==> src/design/spi_bus_pkg.sv <==
`default_nettype none

package spi_bus_pkg;

  // Low power modes of the controller.
  typedef enum logic [1:0] {
    SPI_RUN  = 2'b00,
    SPI_WAIT = 2'b01,
    SPI_STOP = 2'b10
  } spi_mode_t;

  // Counts completed bits of a byte.
  typedef logic [2:0] bit_cnt_t;

endpackage

`default_nettype wire

==> src/design/spi_reg_pkg.sv <==
`default_nettype none

package spi_reg_pkg;

  typedef logic [2:0] reg_addr_t;
  typedef logic [7:0] spi_byte_t;
  typedef logic [2:0] prescale_t;

  // Register offsets.
  localparam reg_addr_t ADDR_CR1 = 3'd0;
  localparam reg_addr_t ADDR_CR2 = 3'd1;
  localparam reg_addr_t ADDR_BR  = 3'd2;
  localparam reg_addr_t ADDR_SR  = 3'd3;
  localparam reg_addr_t ADDR_DR  = 3'd5;

  localparam spi_byte_t CR2_MASK = 8'h1B;
  localparam spi_byte_t BR_MASK  = 8'h77;

  localparam spi_byte_t CR1_RESET = 8'h04;
  localparam spi_byte_t CR2_RESET = 8'h00;
  localparam spi_byte_t BR_RESET  = 8'h00;

  // CR1 fields.
  localparam int CR1_SPIE  = 7;
  localparam int CR1_SPE   = 6;
  localparam int CR1_SPTIE = 5;
  localparam int CR1_MSTR  = 4;
  localparam int CR1_CPOL  = 3;
  localparam int CR1_CPHA  = 2;
  localparam int CR1_SSOE  = 1;
  localparam int CR1_LSBFE = 0;

  localparam int CR2_MODFEN  = 4;
  localparam int CR2_SPISWAI = 1;

  // Status flags.
  localparam int SR_SPIF  = 7;
  localparam int SR_SPTEF = 5;
  localparam int SR_MODF  = 4;

endpackage

`default_nettype wire

==> src/design/spi_ctrl_if.sv <==
`default_nettype none

interface spi_ctrl_if;
  import spi_reg_pkg::*;
  import spi_bus_pkg::*;

  // Configuration from the register block.
  logic      mstr;
  logic      cpol;
  logic      cpha;
  logic      lsbfe;
  logic      ssoe;
  prescale_t sppr;
  prescale_t spr;
  spi_mode_t spi_mode;

  // Transfer strobes and data.
  logic      send_data;
  spi_byte_t mosi_data;
  logic      tip;
  logic      receive_data;
  spi_byte_t miso_data;

  modport regs (
    output mstr, cpol, cpha, lsbfe, ssoe, sppr, spr, spi_mode, send_data, mosi_data,
    input  tip, receive_data, miso_data
  );

  modport engine (
    input  mstr, cpol, cpha, lsbfe, ssoe, sppr, spr, spi_mode, send_data, mosi_data,
    output tip, receive_data, miso_data
  );

endinterface

`default_nettype wire

==> src/design/apb_slave_interface.sv <==
`default_nettype none

module apb_slave_interface (
  input  logic                  PClk,
  input  logic                  PRESETn,
  input  logic                  psel,
  input  logic                  penable,
  input  logic                  pwrite,
  input  spi_reg_pkg::reg_addr_t paddr,
  input  spi_reg_pkg::spi_byte_t pwdata,
  output spi_reg_pkg::spi_byte_t prdata,
  output logic                  pready,
  output logic                  pslverr,
  input  logic                  ss_in,
  output logic                  spi_interrupt_request,
  spi_ctrl_if.regs              ctrl
);
  import spi_reg_pkg::*;
  import spi_bus_pkg::*;

  // State holds the APB phase of the previous cycle.
  typedef enum logic [1:0] {
    IDLE,
    SETUP,
    ENABLE
  } apb_state_t;

  apb_state_t state;
  apb_state_t next_state;
  spi_mode_t  spi_mode;
  spi_mode_t  next_mode;

  spi_byte_t cr1;
  spi_byte_t cr2;
  spi_byte_t br;
  spi_byte_t dr;
  spi_byte_t sr;
  spi_byte_t rd_mux;

  logic access;
  logic wr_enb;
  logic rd_enb;
  logic dr_wr;
  logic dr_rd;
  logic send_q;
  logic spif;
  logic sptef;
  logic modf;

  always_ff @(posedge PClk) begin
    if (!PRESETn) begin
      state <= IDLE;
    end else begin
      state <= next_state;
    end
  end

  always_comb begin
    next_state = IDLE;
    case (state)
      IDLE: begin
        if (psel && !penable) next_state = SETUP;
      end
      SETUP: begin
        if (psel && penable) next_state = ENABLE;
        else if (psel) next_state = SETUP;
      end
      ENABLE: begin
        if (psel && !penable) next_state = SETUP;
      end
      default: next_state = IDLE;
    endcase
  end

  // Access phase follows a setup phase.
  assign access  = (state == SETUP) && psel && penable;
  assign pready  = access;
  assign pslverr = access && ctrl.tip;
  assign wr_enb  = access && pwrite;
  assign rd_enb  = access && !pwrite;
  assign dr_wr   = wr_enb && (paddr == ADDR_DR) && !ctrl.tip;
  assign dr_rd   = rd_enb && (paddr == ADDR_DR);

  always_ff @(posedge PClk) begin
    if (!PRESETn) begin
      cr1 <= CR1_RESET;
      cr2 <= CR2_RESET;
      br  <= BR_RESET;
    end else if (wr_enb) begin
      case (paddr)
        ADDR_CR1: cr1 <= pwdata;
        ADDR_CR2: cr2 <= pwdata & CR2_MASK;
        ADDR_BR:  br  <= pwdata & BR_MASK;
        default:  cr1 <= cr1;
      endcase
    end
  end

  // A new byte from the bus takes priority over a received one.
  always_ff @(posedge PClk) begin
    if (!PRESETn) begin
      dr <= '0;
    end else if (dr_wr) begin
      dr <= pwdata;
    end else if (ctrl.receive_data) begin
      dr <= ctrl.miso_data;
    end
  end

  always_ff @(posedge PClk) begin
    if (!PRESETn) begin
      send_q <= 1'b0;
      spif   <= 1'b0;
    end else begin
      send_q <= dr_wr && cr1[CR1_SPE] && cr1[CR1_MSTR] && (spi_mode == SPI_RUN);
      if (ctrl.receive_data) begin
        spif <= 1'b1;
      end else if (dr_rd) begin
        spif <= 1'b0;
      end
    end
  end

  assign sptef = !(send_q || ctrl.tip);
  assign modf  = !ss_in && cr1[CR1_MSTR] && cr2[CR2_MODFEN] && !cr1[CR1_SSOE];

  always_comb begin
    sr           = '0;
    sr[SR_SPIF]  = spif;
    sr[SR_SPTEF] = sptef;
    sr[SR_MODF]  = modf;
  end

  always_comb begin
    case (paddr)
      ADDR_CR1: rd_mux = cr1;
      ADDR_CR2: rd_mux = cr2;
      ADDR_BR:  rd_mux = br;
      ADDR_SR:  rd_mux = sr;
      ADDR_DR:  rd_mux = dr;
      default:  rd_mux = '0;
    endcase
  end

  assign prdata = rd_enb ? rd_mux : '0;

  assign spi_interrupt_request = (cr1[CR1_SPIE] && (spif || modf)) ||
                                 (cr1[CR1_SPTIE] && sptef);

  always_ff @(posedge PClk) begin
    if (!PRESETn) begin
      spi_mode <= SPI_RUN;
    end else begin
      spi_mode <= next_mode;
    end
  end

  always_comb begin
    next_mode = spi_mode;
    case (spi_mode)
      SPI_RUN: begin
        if (!cr1[CR1_SPE]) next_mode = SPI_WAIT;
      end
      SPI_WAIT: begin
        if (cr1[CR1_SPE]) next_mode = SPI_RUN;
        else if (cr2[CR2_SPISWAI]) next_mode = SPI_STOP;
      end
      SPI_STOP: begin
        if (cr1[CR1_SPE]) next_mode = SPI_RUN;
        else if (!cr2[CR2_SPISWAI]) next_mode = SPI_WAIT;
      end
      default: next_mode = SPI_RUN;
    endcase
  end

  assign ctrl.mstr      = cr1[CR1_MSTR];
  assign ctrl.cpol      = cr1[CR1_CPOL];
  assign ctrl.cpha      = cr1[CR1_CPHA];
  assign ctrl.lsbfe     = cr1[CR1_LSBFE];
  assign ctrl.ssoe      = cr1[CR1_SSOE];
  assign ctrl.sppr      = br[6:4];
  assign ctrl.spr       = br[2:0];
  assign ctrl.spi_mode  = spi_mode;
  assign ctrl.send_data = send_q;
  assign ctrl.mosi_data = dr;

endmodule

`default_nettype wire

==> src/design/apb_spi_top.sv <==
`default_nettype none

module apb_spi_top #(
  parameter int BAUD_CNT_W = 12
) (
  input  logic                  PClk,
  input  logic                  PRESETn,
  input  logic                  psel,
  input  logic                  penable,
  input  logic                  pwrite,
  input  spi_reg_pkg::reg_addr_t paddr,
  input  spi_reg_pkg::spi_byte_t pwdata,
  output spi_reg_pkg::spi_byte_t prdata,
  output logic                  pready,
  output logic                  pslverr,
  output logic                  sclk,
  output logic                  mosi,
  input  logic                  miso,
  output logic                  ss,
  output logic                  spi_interrupt_request
);

  spi_ctrl_if ctrl_bus ();

  // Own slave select feeds the mode fault check.
  apb_slave_interface u_regs (
    .PClk                 (PClk),
    .PRESETn              (PRESETn),
    .psel                 (psel),
    .penable              (penable),
    .pwrite               (pwrite),
    .paddr                (paddr),
    .pwdata               (pwdata),
    .prdata               (prdata),
    .pready               (pready),
    .pslverr              (pslverr),
    .ss_in                (ss),
    .spi_interrupt_request(spi_interrupt_request),
    .ctrl                 (ctrl_bus.regs)
  );

  spi_shift_engine #(
    .BAUD_CNT_W(BAUD_CNT_W)
  ) u_engine (
    .PClk   (PClk),
    .PRESETn(PRESETn),
    .ctrl   (ctrl_bus.engine),
    .sclk   (sclk),
    .mosi   (mosi),
    .ss     (ss),
    .miso   (miso)
  );

endmodule

`default_nettype wire

==> src/design/spi_baud_gen.sv <==
`default_nettype none

module spi_baud_gen #(
  parameter int BAUD_CNT_W = 12
) (
  input  logic                  PClk,
  input  logic                  PRESETn,
  input  logic                  run,
  input  logic                  freeze,
  input  logic                  cpol,
  input  spi_reg_pkg::prescale_t sppr,
  input  spi_reg_pkg::prescale_t spr,
  output logic                  sclk,
  output logic                  lead_edge,
  output logic                  trail_edge
);

  logic [BAUD_CNT_W-1:0] cnt;
  logic [BAUD_CNT_W-1:0] half;
  logic                  hit;

  // Half period of (sppr+1) * 2^spr cycles.
  assign half = (BAUD_CNT_W'(sppr) + 1'b1) << spr;
  assign hit  = (cnt == half - 1'b1);

  always_ff @(posedge PClk) begin
    if (!PRESETn || !run) begin
      cnt        <= '0;
      sclk       <= cpol;
      lead_edge  <= 1'b0;
      trail_edge <= 1'b0;
    end else if (freeze) begin
      lead_edge  <= 1'b0;
      trail_edge <= 1'b0;
    end else if (hit) begin
      cnt  <= '0;
      sclk <= ~sclk;
      // Leaving the idle level is the leading edge.
      lead_edge  <= (sclk == cpol);
      trail_edge <= (sclk != cpol);
    end else begin
      cnt        <= cnt + 1'b1;
      lead_edge  <= 1'b0;
      trail_edge <= 1'b0;
    end
  end

endmodule

`default_nettype wire

==> src/design/spi_shift_engine.sv <==
`default_nettype none

module spi_shift_engine #(
  parameter int BAUD_CNT_W = 12
) (
  input  logic       PClk,
  input  logic       PRESETn,
  spi_ctrl_if.engine ctrl,
  output logic       sclk,
  output logic       mosi,
  output logic       ss,
  input  logic       miso
);
  import spi_reg_pkg::*;
  import spi_bus_pkg::*;

  spi_byte_t tx_q;
  spi_byte_t rx_q;
  bit_cnt_t  bit_cnt;

  logic tip_q;
  logic rx_done;
  logic start;
  logic lead_edge;
  logic trail_edge;
  logic last_trail;
  logic sample;
  logic shift;
  logic baud_run;
  logic baud_freeze;

  assign start      = ctrl.send_data && !tip_q && ctrl.mstr;
  assign last_trail = trail_edge && (bit_cnt == bit_cnt_t'(7));

  // Stop the divider on the last edge so sclk rests at cpol.
  assign baud_run    = tip_q && !last_trail;
  assign baud_freeze = (ctrl.spi_mode == SPI_STOP);

  spi_baud_gen #(
    .BAUD_CNT_W(BAUD_CNT_W)
  ) u_baud_gen (
    .PClk      (PClk),
    .PRESETn   (PRESETn),
    .run       (baud_run),
    .freeze    (baud_freeze),
    .cpol      (ctrl.cpol),
    .sppr      (ctrl.sppr),
    .spr       (ctrl.spr),
    .sclk      (sclk),
    .lead_edge (lead_edge),
    .trail_edge(trail_edge)
  );

  // With cpha set the first lead edge finds the first bit already out.
  assign sample = ctrl.cpha ? trail_edge : lead_edge;
  assign shift  = ctrl.cpha ? (lead_edge && (bit_cnt != '0)) : trail_edge;

  always_ff @(posedge PClk) begin
    if (!PRESETn) begin
      tip_q   <= 1'b0;
      rx_done <= 1'b0;
      ss      <= 1'b1;
      bit_cnt <= '0;
    end else begin
      rx_done <= last_trail;
      if (start) begin
        tip_q   <= 1'b1;
        ss      <= !ctrl.ssoe;
        bit_cnt <= '0;
      end else if (last_trail) begin
        tip_q <= 1'b0;
        ss    <= 1'b1;
      end else if (trail_edge) begin
        bit_cnt <= bit_cnt + 1'b1;
      end
    end
  end

  always_ff @(posedge PClk) begin
    if (!PRESETn) begin
      tx_q <= '0;
      rx_q <= '0;
    end else begin
      if (start) begin
        tx_q <= ctrl.mosi_data;
      end else if (shift) begin
        tx_q <= ctrl.lsbfe ? {1'b0, tx_q[7:1]} : {tx_q[6:0], 1'b0};
      end
      if (sample) begin
        rx_q <= ctrl.lsbfe ? {miso, rx_q[7:1]} : {rx_q[6:0], miso};
      end
    end
  end

  assign mosi = ctrl.lsbfe ? tx_q[0] : tx_q[7];

  assign ctrl.tip          = tip_q;
  assign ctrl.receive_data = rx_done;
  assign ctrl.miso_data    = rx_q;

endmodule

`default_nettype wire

==> config.mk <==
export PLATFORM = sky130hd
export DESIGN_NAME = apb_spi_top
export DESIGN_NICKNAME = d
export VERILOG_FILES = /design/src/design/spi_bus_pkg.sv /design/src/design/spi_reg_pkg.sv /design/src/design/spi_ctrl_if.sv /design/src/design/apb_slave_interface.sv /design/src/design/apb_spi_top.sv /design/src/design/spi_baud_gen.sv /design/src/design/spi_shift_engine.sv
export SDC_FILE = /design/constraint.sdc
export NUM_CORES = 1
export LEC_CHECK = 0
export ABC_AREA = 0
export BUFFER_PORTS_ARGS = -buffer_cell sky130_fd_sc_hd__buf_2
export CAP_MARGIN = 20
export CORE_MARGIN = 1.5
export CORE_UTILIZATION = 50
export DETAILED_ROUTE_END_ITERATION = 8
export HOLD_SLACK_MARGIN = 0.03
export PLACE_DENSITY = 0.68
export SYNTH_ARGS = -nofsm -noshare
export SYNTH_HDL_FRONTEND = slang
export SYNTH_SLANG_ARGS = --single-unit
==> constraint.sdc <==
create_clock -name PClk -period 3.5 [get_ports PClk]
set_input_delay 0.7 -clock PClk [delete_from_list [all_inputs] [get_ports PClk]]
set_output_delay 0.7 -clock PClk [all_outputs]
set_load 0.01 [all_outputs]
==> summary.txt <==
Status - completed
Diode count - 0
Critical-path top delay cell - or4_1
Sw frac - 24.6%
Worst Setup Path Type - reg -> reg
Async SR Flop Fraction - 0%
IO Pins - 31
Vias in the first global route - 3,472
Port Buffers - 30
Total CTS buffers - 9
CTS sink count - 69
PD cells - 330 nW/um^2
Full die area - 8890 um^2
First drt pass iteration count - 5
Cell Rows - 33
Root Buffer - clkbuf_8
Sequential cell area fraction in the yosys report - 33.4%
Initial core utilization - 51.2%
Syn_nets - 509
Max incr delay on CP - 0.54 ns
Synth warnings - 0
Sw power - 374 uW
Gr usage total - 25.2%
Share of layout cells above drive strength 1 - 17.0%
Mean routed wirelength per cell - 16.9 um
Top_reg_cell synth - dfxtp_1
Gpl congestion - 0.923
Die height - 94.3 um
Clock Latency Late Sink - 0.35 ns
Final instance area - 4590 um^2
Max Slew Vio Count - 0
Worst slew pin tran - 0.660 ns
Placed Area - 4370 um^2
Max cap viols - 0
Max-slew headroom - 55.9%
Combinational power share - 3.5%
Hpwl dp - 7760 um
Reg power frac - 52.0%
Largest net degree at the start of global routing - 49
Synthesized area - 4170 um^2
First-pass GRT wire length - 17,400 um
Antenna violations before repair - 0
Core Area - 8130 um^2
Vias - 3,628
Worst IR Drop VDD - 0.000177 V
Sequential cell area - 1390 um^2
DR DRC count - 0
Min cycle time layout - 3.18 ns
Grt total ovfl - 0
Mean Syn Cell Area - 8.57 um^2
Synth-to-Final Area Change - 10.2%
WL final - 10,400 um
Fillcell total - 769
Leading cell types in the layout, fill and taps excluded - nor2_1, dfxtp_1, mux2i_1, nand2_1, buf_2
Post-synth cell types - 67
Total Power - 1.52 mW
Post-synth EDFFs - 1
CP required - 3.74 ns
Max frequency - 314 MHz
TritonCTS clock tree - yes
Synth Instances - 486
Pleak - 1.75 nW
Setup crit start kind - flop
Setup TNS - 0 ns
Iter 0 DRT Violations - 277
Non-Filler Instances - 618
Final-report hold violation count - 0
Crit path max-delay family - simple AND/OR/NAND/NOR gates
Post-placement cell count - 602
Setup clock skew after layout - 0.0157 ns
Drt via density - 5.87
Fin crit share - 90.9%
Setup Viol. Count Final - 0
Register bit total from synthesis - 69
Area occupied by multi-input gates - 2610 um^2
Crit. End Element - flop
HP Class - reg -> reg
Internal - 1.14 mW
Nets - 531
Die W - 94.3 um
Cts hold-fix bufs - 0
Post-route ant nets - 0
Clk slew on worst S/H paths - 0.08 ns
H-tree Lvls - 3
Critical Path AT - 3.42 ns
Commonest non-fill, non-tap cell in the layout - nor2_1
Hold Slack - 0.437 ns
CP bufs+invs - 1
Crit path max fanout - 11
Critical path, cell by cell - ha_1 -> nand2b_1 -> or2_1 -> o32ai_2 -> nor3_1 -> or4_1 -> a211oi_2 -> nand4_1 -> o21ai_2 -> buf_4 -> nor2_1
Clock share of power - 44.5%
RSZ-0062 raised after global routing - no
Maximum clock insertion buffer count - 2
-- through the flow --
step / setup slack (ns) / util (%)
after floorplan: 0.454 / -
after global placement: 0.301 / 53.7
after detailed placement: 0.212 / 53.7
after CTS: 0.209 / 56.3
after global routing: 0.0917 / 56.4
final: 0.319 / 56.4
-- what timing repair did --
item                                    4_1_cts  5_1_grt
gates resized for setup                       0        4
endpoints found under the setup margin        0       12
setup buffers                                 0        0
-- power by group through the flow --
stage	Clock (mW)	Combinational [mW]	Sequential (mW)
2_1_floorplan	0	0.0284	0.807
3_3_place_gp	0	0.0519	0.808
4_1_cts	0.688	0.0523	0.789
6_report	0.675	0.0533	0.789
5_1_grt	0.722	0.0581	0.790
3_5_place_dp	0	0.0520	0.808
-- Yosys cell counts (4+ instances only) --
| master | number | area share (%) |
|---|---|---|
| a211oi_1 | 21 | 3.8 |
| a21oi_1 | 18 | 2.2 |
| a22oi_1 | 4 | 0.72 |
| and3_1 | 4 | 0.60 |
| clkbuf_1 | 17 | 1.5 |
| dfxtp_1 | 68 | 33 |
| ha_1 | 6 | 1.8 |
| inv_1 | 11 | 0.99 |
| mux2_2 | 6 | 1.6 |
| mux2i_1 | 54 | 13 |
| nand2_1 | 38 | 3.4 |
| nand2b_1 | 6 | 0.90 |
| nand3_1 | 10 | 1.2 |
| nand3b_1 | 4 | 0.72 |
| nand4_1 | 10 | 1.5 |
| nor2_1 | 75 | 6.8 |
| nor2_2 | 9 | 1.4 |
| nor2b_1 | 6 | 0.90 |
| nor3_1 | 10 | 1.2 |
| o21ai_0 | 12 | 1.4 |
| xnor2_1 | 18 | 3.8 |
| xor2_1 | 12 | 2.5 |
-- layout make-up --
type	count	area share, %
timing repair buffer	36	4.25
sequential	69	30.4
inverter	14	1.14
multi-input combinational	378	56.9
clock inverter	7	1.77
clock buffer	9	2.70
tap	105	2.86
-- layer usage --
layer,wire length (um),share of wire (%),vias to the layer above,track usage [%]
met4,144,1.4,0,8.71
li1,-,-,1775,-
met1,4940,47,1738,34.2
met3,454,4.3,15,4.37
met2,4900,47,100,40.3
met5,0,0,-,0
-- logic make-up after synthesis --
| kind of cell | after synthesis | synth area share (%) |
|---|---|---|
| AOI/OAI and AO/OA | 83 | 15.2 |
| xor gates and xnor gates | 31 | 6.70 |
| adders and majority gates | 7 | 2.04 |
| buffers and inverters | 39 | 4.15 |
| DFF | 69 | 33.4 |
| muxes | 61 | 15.1 |
| and+or+nand+nor | 196 | 23.3 |
-- worst paths after layout --
path,startpoint,endpoint,slack (ns),cells past startpoint
max,u_regs.br[5],u_engine.u_baud_gen.cnt[11],0.32,11
min,u_regs.state[1],u_regs.state[0],0.44,1
max reg2reg,u_regs.br[5],u_engine.u_baud_gen.cnt[11],0.32,11
min reg2reg,u_regs.state[1],u_regs.state[0],0.44,1
-- sequential cells by signal, indices dropped and copies added (netlist names), 2 cells and up --
register	cells
u_engine.ctrl.miso_data	8
u_regs.br	6
u_regs.cr2	4
u_regs.ctrl.spi_mode	2
u_regs.state	2
u_regs.cr1	8
u_engine.tx_q	8
u_regs.ctrl.mosi_data	8
u_engine.u_baud_gen.cnt	12
u_engine.bit_cnt	3
(Power assumes the default switching activity.)
